## src/verilog/spectrum_pkg.sv

```systemverilog
`default_nettype none

package spectrum_pkg;

   ////////////////////////////////////////////////////
   // raster
   ////////////////////////////////////////////////////
   localparam int h_active     = 128;  // visible columns
   localparam int h_total      = 160;  // clocks per line
   localparam int h_sync_start = 136;  // 8 clocks front porch
   localparam int hs_len       = 8;
   localparam int v_active     = 64;   // visible lines
   localparam int v_total      = 72;
   localparam int v_sync_start = 66;
   localparam int vs_len       = 2;
   localparam int x_w          = 7;
   localparam int y_w          = 6;

   ////////////////////////////////////////////////////
   // bins and bar heights
   ////////////////////////////////////////////////////
   localparam int num_bins   = 64;
   localparam int bin_w      = 6;    // bin address width
   localparam int height_w   = 6;
   localparam int height_max = 63;
   localparam int px_per_bin = 2;    // columns per bin

   ////////////////////////////////////////////////////
   // APB register map
   ////////////////////////////////////////////////////
   localparam int          apb_addr_w    = 4;
   localparam logic [3:0]  reg_ctrl      = 4'h0;
   localparam logic [3:0]  reg_bar_color = 4'h4;
   localparam logic [3:0]  reg_bg_color  = 4'h8;
   localparam logic [3:0]  reg_status    = 4'hC;

   localparam int ctrl_enable_bit = 0;
   localparam int ctrl_cplx_bit   = 1;
   localparam int ctrl_shift_lsb  = 2;
   localparam int ctrl_shift_msb  = 5;

   typedef struct packed {
      logic signed [15:0] re;  // upper half
      logic signed [15:0] im;
   } fft_cplx_s;

   // one FFT word, read as magnitude or as re/im pair
   typedef union packed {
      logic [31:0] mag;
      fft_cplx_s   cplx;
   } fft_word_u;

endpackage

`default_nettype wire
```

## src/verilog/spectrum_ifs.sv

```systemverilog
`timescale 1ns/10ps
`default_nettype none

// height writes from the FFT capture into the bar memory
interface bin_wr_if;

   logic                              wr_en;
   logic [spectrum_pkg::bin_w-1:0]    wr_addr;
   logic [spectrum_pkg::height_w-1:0] wr_data;
   logic                              frame_done;  // one clock after eop write

   modport wr (
      output wr_en,
      output wr_addr,
      output wr_data,
      output frame_done
   );

   modport rd (
      input wr_en,
      input wr_addr,
      input wr_data
   );

endinterface

`default_nettype wire

```

## src/verilog/spectrum_display_top.sv

```systemverilog
`timescale 1ns/10ps
`default_nettype none

module spectrum_display_top (
   input  logic                                sys_clk,
   input  logic                                rst_n,
   // APB slave
   input  logic [spectrum_pkg::apb_addr_w-1:0] paddr,
   input  logic                                psel,
   input  logic                                penable,
   input  logic                                pwrite,
   input  logic [31:0]                         pwdata,
   output logic [31:0]                         prdata,
   output logic                                pready,
   output logic                                pslverr,
   // FFT stream
   input  logic [31:0]                         fft_data,
   input  logic                                fft_valid,
   input  logic                                fft_eop,
   // video
   output logic                                vs_out,
   output logic                                hs_out,
   output logic                                de_out,
   output logic [7:0]                          r_out,
   output logic [7:0]                          g_out,
   output logic [7:0]                          b_out
);

   logic                              enable;
   logic                              complex_mode;
   logic [3:0]                        scale_shift;
   logic [23:0]                       bar_color;
   logic [23:0]                       bg_color;
   logic                              wr_bank;
   logic [spectrum_pkg::bin_w-1:0]    rd_addr;
   logic [spectrum_pkg::height_w-1:0] rd_data;
   logic                              hs;
   logic                              vs;
   logic                              de;
   logic                              vs_start;
   logic [spectrum_pkg::x_w-1:0]      x;
   logic [spectrum_pkg::y_w-1:0]      y;

   bin_wr_if bin_wr ();

   fft_bin_capture fft_bin_capture_inst (
      .sys_clk      (sys_clk),
      .rst_n        (rst_n),
      .fft_data     (fft_data),
      .fft_valid    (fft_valid),
      .fft_eop      (fft_eop),
      .complex_mode (complex_mode),
      .scale_shift  (scale_shift),
      .wr           (bin_wr.wr)
   );

   bin_height_ram bin_height_ram_inst (
      .sys_clk (sys_clk),
      .rst_n   (rst_n),
      .wr      (bin_wr.rd),
      .wr_bank (wr_bank),
      .rd_addr (rd_addr),
      .rd_data (rd_data)
   );

   video_timing_gen video_timing_gen_inst (
      .sys_clk  (sys_clk),
      .rst_n    (rst_n),
      .hs       (hs),
      .vs       (vs),
      .de       (de),
      .vs_start (vs_start),
      .x        (x),
      .y        (y)
   );

   bar_renderer bar_renderer_inst (
      .sys_clk   (sys_clk),
      .rst_n     (rst_n),
      .x         (x),
      .y         (y),
      .de        (de),
      .hs        (hs),
      .vs        (vs),
      .rd_addr   (rd_addr),
      .rd_data   (rd_data),
      .enable    (enable),
      .bar_color (bar_color),
      .bg_color  (bg_color),
      .vs_out    (vs_out),
      .hs_out    (hs_out),
      .de_out    (de_out),
      .r_out     (r_out),
      .g_out     (g_out),
      .b_out     (b_out)
   );

   spectrum_ctrl spectrum_ctrl_inst (
      .sys_clk      (sys_clk),
      .rst_n        (rst_n),
      .paddr        (paddr),
      .psel         (psel),
      .penable      (penable),
      .pwrite       (pwrite),
      .pwdata       (pwdata),
      .prdata       (prdata),
      .pready       (pready),
      .pslverr      (pslverr),
      .frame_done   (bin_wr.frame_done),  // from capture, via the interface
      .vs_start     (vs_start),
      .enable       (enable),
      .complex_mode (complex_mode),
      .scale_shift  (scale_shift),
      .bar_color    (bar_color),
      .bg_color     (bg_color),
      .wr_bank      (wr_bank)
   );

endmodule

`default_nettype wire

```

## src/verilog/spectrum_ctrl.sv

```systemverilog
`timescale 1ns/10ps
`default_nettype none

module spectrum_ctrl (
   input  logic                                sys_clk,
   input  logic                                rst_n,
   input  logic [spectrum_pkg::apb_addr_w-1:0] paddr,
   input  logic                                psel,
   input  logic                                penable,
   input  logic                                pwrite,
   input  logic [31:0]                         pwdata,
   output logic [31:0]                         prdata,
   output logic                                pready,
   output logic                                pslverr,
   input  logic                                frame_done,
   input  logic                                vs_start,
   output logic                                enable,
   output logic                                complex_mode,
   output logic [3:0]                          scale_shift,
   output logic [23:0]                         bar_color,
   output logic [23:0]                         bg_color,
   output logic                                wr_bank
);

   logic        access;     // APB access phase
   logic        addr_ok;
   logic        wr_strobe;
   logic [5:0]  ctrl_q;
   logic [15:0] frame_cnt;  // frames swapped in
   logic        pending;

   assign enable       = ctrl_q[spectrum_pkg::ctrl_enable_bit];
   assign complex_mode = ctrl_q[spectrum_pkg::ctrl_cplx_bit];
   assign scale_shift  = ctrl_q[spectrum_pkg::ctrl_shift_msb:spectrum_pkg::ctrl_shift_lsb];

   ////////////////////////////////////////////////////
   // APB decode, zero wait states
   ////////////////////////////////////////////////////
   assign access    = psel && penable;
   assign pready    = access;
   assign pslverr   = access && !addr_ok;
   assign wr_strobe = access && pwrite && addr_ok;

   always_comb begin
      addr_ok = 1'b1;
      prdata  = '0;
      case (paddr)
         spectrum_pkg::reg_ctrl:      prdata = 32'(ctrl_q);
         spectrum_pkg::reg_bar_color: prdata = 32'(bar_color);
         spectrum_pkg::reg_bg_color:  prdata = 32'(bg_color);
         spectrum_pkg::reg_status:    prdata = 32'(frame_cnt);
         default:                     addr_ok = 1'b0;  // read stays zero
      endcase
   end

   always_ff @(posedge sys_clk or negedge rst_n) begin
      if (!rst_n) begin
         ctrl_q    <= '0;
         bar_color <= '0;
         bg_color  <= '0;
      end else if (wr_strobe) begin
         case (paddr)
            spectrum_pkg::reg_ctrl:      ctrl_q    <= pwdata[5:0];
            spectrum_pkg::reg_bar_color: bar_color <= pwdata[23:0];
            spectrum_pkg::reg_bg_color:  bg_color  <= pwdata[23:0];
            default:                     ;  // status is read only
         endcase
      end
   end

   ////////////////////////////////////////////////////
   // bank swap at start of vsync
   ////////////////////////////////////////////////////
   always_ff @(posedge sys_clk or negedge rst_n) begin
      if (!rst_n) begin
         pending   <= 1'b0;
         wr_bank   <= 1'b0;
         frame_cnt <= '0;
      end else if (vs_start && pending) begin
         wr_bank   <= ~wr_bank;
         frame_cnt <= frame_cnt + 16'd1;
         pending   <= frame_done;  // frame finishing right now waits for next vs
      end else if (frame_done) begin
         pending   <= 1'b1;
      end
   end

endmodule

`default_nettype wire

```

## src/verilog/bar_renderer.sv

```systemverilog
`timescale 1ns/10ps
`default_nettype none

module bar_renderer (
   input  logic                              sys_clk,
   input  logic                              rst_n,
   input  logic [spectrum_pkg::x_w-1:0]      x,
   input  logic [spectrum_pkg::y_w-1:0]      y,
   input  logic                              de,
   input  logic                              hs,
   input  logic                              vs,
   output logic [spectrum_pkg::bin_w-1:0]    rd_addr,
   input  logic [spectrum_pkg::height_w-1:0] rd_data,
   input  logic                              enable,
   input  logic [23:0]                       bar_color,
   input  logic [23:0]                       bg_color,
   output logic                              vs_out,
   output logic                              hs_out,
   output logic                              de_out,
   output logic [7:0]                        r_out,
   output logic [7:0]                        g_out,
   output logic [7:0]                        b_out
);

   logic [spectrum_pkg::y_w-1:0]      y_d1;
   logic                              de_d1;
   logic                              hs_d1;
   logic                              vs_d1;
   logic [spectrum_pkg::height_w-1:0] row_h;  // height of this row from the bottom
   logic                              lit;

   assign rd_addr = spectrum_pkg::bin_w'(x / spectrum_pkg::px_per_bin);
   assign row_h   = spectrum_pkg::height_w'(spectrum_pkg::height_max - y_d1);
   assign lit     = row_h < rd_data;

   always_ff @(posedge sys_clk or negedge rst_n) begin
      if (!rst_n) begin
         {de_d1, hs_d1, vs_d1}    <= '0;
         {de_out, hs_out, vs_out} <= '0;
         {r_out, g_out, b_out}    <= '0;
         y_d1                     <= '0;
      end else begin
         // stage one matches the memory read
         {de_d1, hs_d1, vs_d1}    <= {de, hs, vs};
         y_d1                     <= y;
         {de_out, hs_out, vs_out} <= {de_d1, hs_d1, vs_d1};
         if (!de_d1 || !enable)
            {r_out, g_out, b_out} <= 24'h000000;  // blanking or display off
         else if (lit)
            {r_out, g_out, b_out} <= bar_color;
         else
            {r_out, g_out, b_out} <= bg_color;
      end
   end

endmodule

`default_nettype wire

```

## src/verilog/video_timing_gen.sv

```systemverilog
`timescale 1ns/10ps
`default_nettype none

module video_timing_gen (
   input  logic                         sys_clk,
   input  logic                         rst_n,
   output logic                         hs,
   output logic                         vs,
   output logic                         de,
   output logic                         vs_start,
   output logic [spectrum_pkg::x_w-1:0] x,
   output logic [spectrum_pkg::y_w-1:0] y
);

   logic [7:0] h_cnt;  // 0 .. h_total-1
   logic [6:0] v_cnt;  // 0 .. v_total-1

   always_ff @(posedge sys_clk or negedge rst_n) begin
      if (!rst_n) begin
         h_cnt <= '0;
         v_cnt <= '0;
      end else if (h_cnt == spectrum_pkg::h_total - 1) begin
         h_cnt <= '0;
         if (v_cnt == spectrum_pkg::v_total - 1)
            v_cnt <= '0;
         else
            v_cnt <= v_cnt + 7'd1;
      end else begin
         h_cnt <= h_cnt + 8'd1;
      end
   end

   ////////////////////////////////////////////////////
   // registered outputs, one clock behind the counters
   ////////////////////////////////////////////////////
   always_ff @(posedge sys_clk or negedge rst_n) begin
      if (!rst_n) begin
         hs       <= 1'b0;
         vs       <= 1'b0;
         de       <= 1'b0;
         vs_start <= 1'b0;
         x        <= '0;
         y        <= '0;
      end else begin
         de <= (h_cnt < spectrum_pkg::h_active) && (v_cnt < spectrum_pkg::v_active);
         hs <= (h_cnt >= spectrum_pkg::h_sync_start) &&
               (h_cnt < spectrum_pkg::h_sync_start + spectrum_pkg::hs_len);
         vs <= (v_cnt >= spectrum_pkg::v_sync_start) &&
               (v_cnt < spectrum_pkg::v_sync_start + spectrum_pkg::vs_len);
         vs_start <= (v_cnt == spectrum_pkg::v_sync_start) && (h_cnt == 8'd0);  // lines 66/67
         x        <= h_cnt[spectrum_pkg::x_w-1:0];
         y        <= v_cnt[spectrum_pkg::y_w-1:0];
      end
   end

endmodule

`default_nettype wire

```

## src/verilog/bin_height_ram.sv

```systemverilog
`timescale 1ns/10ps
`default_nettype none

module bin_height_ram (
   input  logic                              sys_clk,
   input  logic                              rst_n,
   bin_wr_if.rd                              wr,
   input  logic                              wr_bank,
   input  logic [spectrum_pkg::bin_w-1:0]    rd_addr,
   output logic [spectrum_pkg::height_w-1:0] rd_data
);

   logic [spectrum_pkg::height_w-1:0] mem [2][spectrum_pkg::num_bins];
   logic                              rd_bank;

   assign rd_bank = ~wr_bank;  // display reads the idle bank

   // both banks start as empty bars
   always_ff @(posedge sys_clk or negedge rst_n) begin
      if (!rst_n) begin
         for (int b = 0; b < 2; b++) begin
            for (int i = 0; i < spectrum_pkg::num_bins; i++) begin
               mem[b][i] <= '0;
            end
         end
      end else if (wr.wr_en) begin
         mem[wr_bank][wr.wr_addr] <= wr.wr_data;
      end
   end

   always_ff @(posedge sys_clk) begin
      rd_data <= mem[rd_bank][rd_addr];  // one clock read
   end

endmodule

`default_nettype wire

```

## src/verilog/fft_bin_capture.sv

```systemverilog
`timescale 1ns/10ps
`default_nettype none

module fft_bin_capture (
   input  logic                    sys_clk,
   input  logic                    rst_n,
   input  spectrum_pkg::fft_word_u fft_data,
   input  logic                    fft_valid,
   input  logic                    fft_eop,
   input  logic                    complex_mode,
   input  logic [3:0]              scale_shift,
   bin_wr_if.wr                    wr
);

   logic [spectrum_pkg::bin_w:0]      bin_cnt;    // saturates at num_bins
   logic                              s1_valid;
   logic                              s1_eop;
   logic [spectrum_pkg::bin_w-1:0]    s1_addr;
   spectrum_pkg::fft_word_u           s1_word;
   logic                              s2_valid;
   logic                              s2_eop;
   logic [spectrum_pkg::bin_w-1:0]    s2_addr;
   logic [31:0]                       s2_mag;
   logic                              s3_eop;
   logic signed [16:0]                re_ext;
   logic signed [16:0]                im_ext;
   logic [16:0]                       abs_re;
   logic [16:0]                       abs_im;
   logic [31:0]                       mag_next;
   logic [31:0]                       shifted;

   ////////////////////////////////////////////////////
   // stage two: magnitude
   ////////////////////////////////////////////////////
   always_comb begin
      re_ext   = 17'(s1_word.cplx.re);  // sign extended
      im_ext   = 17'(s1_word.cplx.im);
      abs_re   = re_ext[16] ? -re_ext : re_ext;
      abs_im   = im_ext[16] ? -im_ext : im_ext;
      mag_next = complex_mode ? 32'(abs_re + abs_im) : s1_word.mag;
   end

   assign shifted = s2_mag >> scale_shift;

   always_ff @(posedge sys_clk or negedge rst_n) begin
      if (!rst_n) begin
         bin_cnt       <= '0;
         s1_valid      <= 1'b0;
         s1_eop        <= 1'b0;
         s2_valid      <= 1'b0;
         s2_eop        <= 1'b0;
         s3_eop        <= 1'b0;
         wr.wr_en      <= 1'b0;
         wr.frame_done <= 1'b0;
      end else begin
         if (fft_valid) begin
            if (fft_eop)
               bin_cnt <= '0;                      // next frame starts at bin 0
            else if (bin_cnt < spectrum_pkg::num_bins)
               bin_cnt <= bin_cnt + 1'b1;
         end
         s1_valid      <= fft_valid && (bin_cnt < spectrum_pkg::num_bins);
         s1_eop        <= fft_valid && fft_eop;    // eop ends the frame even if dropped
         s2_valid      <= s1_valid;
         s2_eop        <= s1_eop;
         wr.wr_en      <= s2_valid;
         s3_eop        <= s2_eop;
         wr.frame_done <= s3_eop;
      end
   end

   always_ff @(posedge sys_clk) begin
      s1_word    <= fft_data;
      s1_addr    <= bin_cnt[spectrum_pkg::bin_w-1:0];
      s2_mag     <= mag_next;
      s2_addr    <= s1_addr;
      wr.wr_addr <= s2_addr;
      if (shifted > spectrum_pkg::height_max)
         wr.wr_data <= spectrum_pkg::height_w'(spectrum_pkg::height_max);  // clip
      else
         wr.wr_data <= shifted[spectrum_pkg::height_w-1:0];
   end

endmodule

`default_nettype wire

```

## config.mk

```make
export PLATFORM = sky130hd
export DESIGN_NAME = spectrum_display_top
export DESIGN_NICKNAME = d
export VERILOG_FILES = /design/src/verilog/spectrum_pkg.sv /design/src/verilog/spectrum_ifs.sv /design/src/verilog/spectrum_display_top.sv /design/src/verilog/spectrum_ctrl.sv /design/src/verilog/bar_renderer.sv /design/src/verilog/video_timing_gen.sv /design/src/verilog/bin_height_ram.sv /design/src/verilog/fft_bin_capture.sv
export SDC_FILE = /design/constraint.sdc
export NUM_CORES = 2
export LEC_CHECK = 0
export ABC_AREA = 1
export BUFFER_PORTS_ARGS = -buffer_cell sky130_fd_sc_hd__buf_2
export CAP_MARGIN = 20
export CORE_MARGIN = 2
export CORE_UTILIZATION = 42
export DETAILED_ROUTE_END_ITERATION = 10
export SLEW_MARGIN = 15
export SYNTH_ARGS = -nofsm -noshare
export SYNTH_HDL_FRONTEND = slang
export SYNTH_SLANG_ARGS = --single-unit
```

## constraint.sdc

```tcl
create_clock -name sys_clk -period 3.03 [get_ports sys_clk]
set_input_delay 0.909 -clock sys_clk [delete_from_list [all_inputs] [get_ports sys_clk]]
set_output_delay 0.909 -clock sys_clk [all_outputs]
set_load 0.05 [all_outputs]
```

# Word-level counts from Yosys, hierarchy flattened
# Index checks and enable logic that the tools add are counted.
[word_totals]
inputBits = 75
wordCells = 256
register_bits = 1016
out_inout_bits = 61
[op_classes]
n_reduce_logical = 26
shifts = 1
eq_ne = 6
order_cmp = 15
addsub = 8
bitwise_logic = 5
mux = 28
[ops]
columns = ["operator", "n"]
rows = [
  ["2-to-1 mux 384 bit", 4],
  ["bitwise mux 768 bit", 1],
  ["demux 384 bit (select 1 bit)", 1],
  ["case mux 24 bit (4 select lines)", 1],
  ["2-to-1 mux 8 bit", 7],
  ["binary-select mux 6 bit (select 6 bit)", 1],
  ["demux 6 bit (select 6 bit)", 1],
  ["2-to-1 mux 17 bit", 2],
  ["negator 16 -> 17 bit", 2],
  ["greater-than comparator 32 x 6 -> 1 bit, second input constant", 1],
  ["2-to-1 mux 32 bit", 1],
  [">> shifter 32 x 4 -> 32 bit", 1],
  [">= comparator 7 bit, second input constant", 3],
  ["less-than comparator 7 bit, second input constant", 3],
  ["2-to-1 mux 7 bit", 3],
  ["adder 17 x 17 -> 18 bit", 1],
  ["2-to-1 mux 6 bit", 3],
  ["adder 16 x 1 -> 16 bit, second input constant", 1],
  ["less-than comparator 8 bit, second input constant", 2],
  ["adder 7 x 1 -> 7 bit, second input constant", 2],
  ["== test 7 bit, second input constant", 2],
  ["NOT 6 -> 7 bit", 2],
  ["logical AND 1 bit", 13],
  ["adder 8 x 1 -> 8 bit, second input constant", 1],
  ["other kinds (19)", 30],
]

# Longest topological paths before layout
[logic_depth]
depth_word = 8
depth_mapped = 18
ltp_nobuf = 18

# By module
# From an unflattened synthesis, not the netlist that was laid out.
[hier_totals]
hier_cells = 5949
hier_area_um2 = 47357.9
[by_module_without_submodules]
columns = ["module", "area_per_inst_um2", "instances", "seq_area_each_um2", "cells_each"]
rows = [
  ["bin_height_ram", 35889.4, 1, 19338.5, 4521],
  ["fft_bin_capture", 4972.3, 1, 2112.0, 687],
  ["spectrum_ctrl", 3429.5, 1, 1801.7, 403],
  ["bar_renderer", 1806.7, 1, 900.9, 207],
  ["video_timing_gen", 1260.0, 1, 800.8, 131],
]

# Worst setup path after synthesis
# Ideal clock, no wire load.
[synth_path]
path_type = "input-to-output"
start = "input paddr[1] (netlist bit)"
end = "output prdata[0]"
arrival_ns = 2.228
slack_ns = -0.107
path_stages = 3
required_time_ns = 2.121
path_buffers = 0
path_cell_list = "nor2_1 > nand3_1 > o2111ai_1"
[synth_via]
elab_chain_cells = 2
elab_cells_between_ends = 5
cone_classes = "3 x eq/ne; 1 x mux; 1 x reduce/logical"
[synth_lines]
columns = ["item", "line_no", "text"]
rows = [
  ["from (decl)", "spectrum_display_top.sv:8", "input logic [spectrum_pkg::apb_addr_w-1:0] paddr,"],
  ["== test 4 bit (tied with other cells)", "spectrum_ctrl.sv:47", "case (paddr)"],
  ["case mux 24 bit (4 select lines) *", "spectrum_ctrl.sv:47", ""],
  ["to (decl)", "spectrum_display_top.sv:13", "output logic [31:0] prdata,"],
]
# Mark *: on every way between the ends. The rest lies on a longest branch, timed or not.

# Worst setup path in the final report
[layout_path]
start = "register fft_bin_capture_inst.s1_word[17] (netlist bit)"
end = "register fft_bin_capture_inst.s2_mag[14]"
[layout_via]
elab_chain_cells = 4
[layout_lines]
columns = ["item", "line_no", "text"]
rows = [
  ["from (decl)", "fft_bin_capture.sv:19", "spectrum_pkg::fft_word_u s1_word;"],
  ["from (signal assigned)", "fft_bin_capture.sv:73", "s1_word <= fft_data;"],
  ["negator 16 -> 17 bit", "fft_bin_capture.sv:38", "abs_re = re_ext[16] ? -re_ext : re_ext;"],
  ["2-to-1 mux 17 bit *", "fft_bin_capture.sv:38", ""],
  ["adder 17 x 17 -> 18 bit *", "fft_bin_capture.sv:40", "mag_next = complex_mode ? 32'(abs_re + abs_im) : s1_word.mag;"],
  ["2-to-1 mux 32 bit *", "fft_bin_capture.sv:40", ""],
  ["named net fft_bin_capture_inst.mag_next[14]", "fft_bin_capture.sv:29", "logic [31:0] mag_next;"],
  ["to (signal assigned)", "fft_bin_capture.sv:75", "s2_mag <= mag_next;"],
  ["to (decl)", "fft_bin_capture.sv:23", "logic [31:0] s2_mag;"],
]
# The timed path passes the listed nets; every way through them passes the cells marked *.
# A chain may end at the register's enable or synchronous reset.

==> impl_metrics.toml <==
[status]
status = "finished clean"

[timing]
rsz0062_at_grt = "true"
relSlewSlack_pct = 35.9
min_period_ns = 2.97
finClkSkew_ns = 0.0258
tns_ns = 0
hold_slack_ns = 0.196
fmax_mhz = 336
worst_slack_ns = 0.0569
fin_crit_sh_pct = 98.1
hold_violations = 0
tightest_slew_ns = 0.960
maxSlewViolCount = 0
setup_viol = 0

[finish]
fillers = 10600
drive_gt1_share_pct = 8.19
fin_nets = 5801
layout.cells.non_filler = 7262
final_util_pct = 47.6
num_antenna_cells = 0
synthToLayoutAreaGrowth_pct = 12.1
fin_area_mm2 = 0.0520
multi_input_area_mm2 = 0.0188
seq_area_mm2 = 0.0249

[die]
pin_count = 136
row_count = 121
die_x_um = 336
core_mm2 = 0.109
fp.dieArea_mm2 = 0.113
start_util_pct = 42.5
die_h_um = 336

[run]
cap_viol_max_count = 0

[critical_path]
r2r_cells = 16
r2r_slack_ns = 0.06
cp_slowest_cell = "dfxtp_4"
worstPathArrival_ns = 3.52
start_kind = "register"
crit_path_cell_trace = "inv_2, ha_2, nand2_2, nor4_4, nand3_2, o21ai_2, nand2_1, xor2_1, ha_1, buf_4, nand2_1, o21ai_0, a31oi_1, nand3_1, nand3_1, o21ai_0"
critical_path.max_fanout = 3
slowest_delay_ns = 0.36
setup.worst_path.class = "register to register"
r2r_end = "fft_bin_capture_inst.s2_mag[14]"
end_kind = "register"
reg2reg_from = "fft_bin_capture_inst.s1_word[17]"
worstPathRequired_ns = 3.58

[cts]
clkLatencyLatePin_ns = 0.70
clock_sinks = 1015
path_clk_slew_ns = 0.06
cts-htree-levels = 3
cts_buffers = 110
cts_buffer_depth = 3
tritoncts = "yes"
cts_root_buffer = "clkbuf_16"

[synthesis]
synth_top_cell_area_share_pct = 49.7
ys_types = 49
synth.area.mux_share_pct = 0.0648
ys_seq_area_share_pct = 53.8
synthAdderAreaFrac_pct = 0.826
avgSynthCellArea_um2 = 8.01
synth-simple-area-share_pct = 27.6
synth_ff_type = "dfrtp_1"
async_reset_ff_share_pct = 90.7
synthTopCellsByArea = "dfrtp_1 50%, nand2_1 17%, o21ai_0 8.5%"
synth-edff-count = 0
syn-cell-area_mm2 = 0.0464
syn_inst = 5785
synth-compound-area-share_pct = 10.9
synth_top_area_cell = "dfrtp_1"
synth_xor_area_share_pct = 0.907
synth_top_family_by_area = "simple AND/OR/NAND/NOR gates"
ys_warn_count = 0
synth-seq-cells = 1015

[place]
preCtsSetupSlack_ns = 0.0495
hpwl_um = 80200
gp_congestion = 0.875
dp.cells = 7059
placed_cell_area_mm2 = 0.0481
portBuffers = 119

[routing]
routed_wl_um = 130000
via_count = 38200
route.detailed.drc = 0
dr.pass1.iters = 6
ant_nets = 0
wl_per_cell_um = 17.9
drtIter0Drc = 3459
vias_per_cell = 5.26

[grt]
grt_pass1_vias = 36400
antenna_found_initial = 1
grt_max_degree = 142
grt_overflow = 0
grt_pass1_wl_um = 210000
track_usage_pct = 23.2

[pwr]
powerDensity_mw_per_mm2 = 589
p_leak_nw = 23.6
p_total_mw = 30.6
irDropWorstVdd_v = 0.000550

[min_path]
hold_class = "primary input to asynchronous set/reset pin"
## report_power, final
part / internal [mW] / leakage, nW / total [mW] / switching, mW
Sequential: 14.2 / 13.4 / 14.7 / 0.409
Combinational: 0.722 / 8.26 / 2.13 / 1.41
Clock: 8.15 / 1.86 / 13.8 / 5.66
Total: 23.1 / 23.6 / 30.6 / 7.49
## routing by layer
metal	track usage (%)	up-vias	routed length (µm)
li1	-	18700	-
met1	33.1	18300	59700
met2	36.2	1022	58800
met3	3.79	191	7900
met4	7.30	2	3530
met5	0	-	12
## cell usage after synthesis (37+ instances only)
cell,instances
dfrtp_1,921
buf_4,47
dfxtp_1,94
xor2_1,37
clkbuf_1,218
nand3_1,762
o21ai_0,786
nor2_1,180
buf_2,136
o21ai_1,107
nand2_1,2109
inv_1,156
## cell type report
| type | count | area share (%) |
|---|---|---|
| inverters | 161 | 1.24 |
| clock inverters | 40 | 0.927 |
| well taps | 1476 | 3.55 |
| multi-input cells | 4181 | 36.2 |
| flip-flops and latches | 1015 | 48.0 |
| clock buffers | 162 | 6.29 |
| repair buffers | 227 | 3.84 |
## kinds of logic after synthesis
kind of cell	Yosys count
mux	3
flops	1015
xor+xnor	48
other cells	1
fa+ha+maj	30
buf+inv	598
compound gates	979
simple gates	3111
## layout by cell type, fill, tap and decap left out, types with 7 or more instances in the layout
cell / netlist / routed
clkbuf_8: 0 / 32
nor2_1: 180 / 179
xor2_1: 37 / 37
a22o_1: 8 / 8
buf_2: 136 / 107
clkbuf_1: 218 / 20
dfrtp_1: 921 / 917
nand4_1: 8 / 8
nor3_1: 16 / 13
inv_2: 4 / 7
o21ai_2: 7 / 8
xnor2_1: 11 / 11
clkbuf_4: 0 / 8
o211ai_1: 9 / 9
o22ai_1: 8 / 8
nand3_1: 762 / 759
a21oi_1: 34 / 33
nand2_1: 2109 / 2107
conb_1: 1 / 10
buf_12: 0 / 44
bufinv_16: 0 / 8
o21ai_0: 786 / 786
inv_1: 156 / 143
clkinv_2: 0 / 20
ha_1: 29 / 28
or2_2: 8 / 8
o21ai_1: 107 / 106
buf_4: 47 / 67
dfxtp_1: 94 / 92
clkbuf_16: 0 / 110
## worst max-delay path by stage
stage,slack (ns),startpoint,cells past startpoint,end
6_report,0.06,fft_bin_capture_inst.s1_word[17],16,fft_bin_capture_inst.s2_mag[14]
5_1_grt,-0.11,fft_bin_capture_inst.s1_word[17],16,fft_bin_capture_inst.s2_mag[14]
4_1_cts,0.04,paddr[1],7,prdata[5]
3_5_place_dp,0.05,paddr[1],7,prdata[1]
3_3_place_gp,0.07,paddr[1],7,prdata[5]
2_1_floorplan,0.02,paddr[1],3,prdata[0]
## sequential cells by signal, indices dropped and copies added, names as in the netlist, 7 cells and up
signal,flops
spectrum_ctrl_inst.bar_color,24
bar_renderer_inst.b_out,8
bin_height_ram_inst.mem,768
video_timing_gen_inst.h_cnt,8
fft_bin_capture_inst.bin_cnt,7
spectrum_ctrl_inst.frame_cnt,16
fft_bin_capture_inst.s2_mag,32
spectrum_ctrl_inst.bg_color,24
bar_renderer_inst.g_out,8
fft_bin_capture_inst.s1_word,32
video_timing_gen_inst.v_cnt,7
bar_renderer_inst.r_out,8
## repair_timing
| action | 4_1_cts | 5_1_grt |
|---|---|---|
| pin swaps | 0 | 10 |
| endpoints found under the setup margin | 1 | 16 |
| hold buffers | 0 | 0 |
| buffers inserted | 1 | 0 |
| resized for setup | 1 | 37 |
## worst max-delay path: cells and delay by family (launching register included)
family / cells / cell delay (ns)
AOI/OAI and AO/OA: 4 / 0.61
buffers and inverters: 2 / 0.21
and+or+nand+nor: 7 / 0.96
DFF: 1 / 0.36
xor gates and xnor gates: 1 / 0.15
adders and majority gates: 2 / 0.53
No activity file was read; power rests on OpenSTA's default activity.
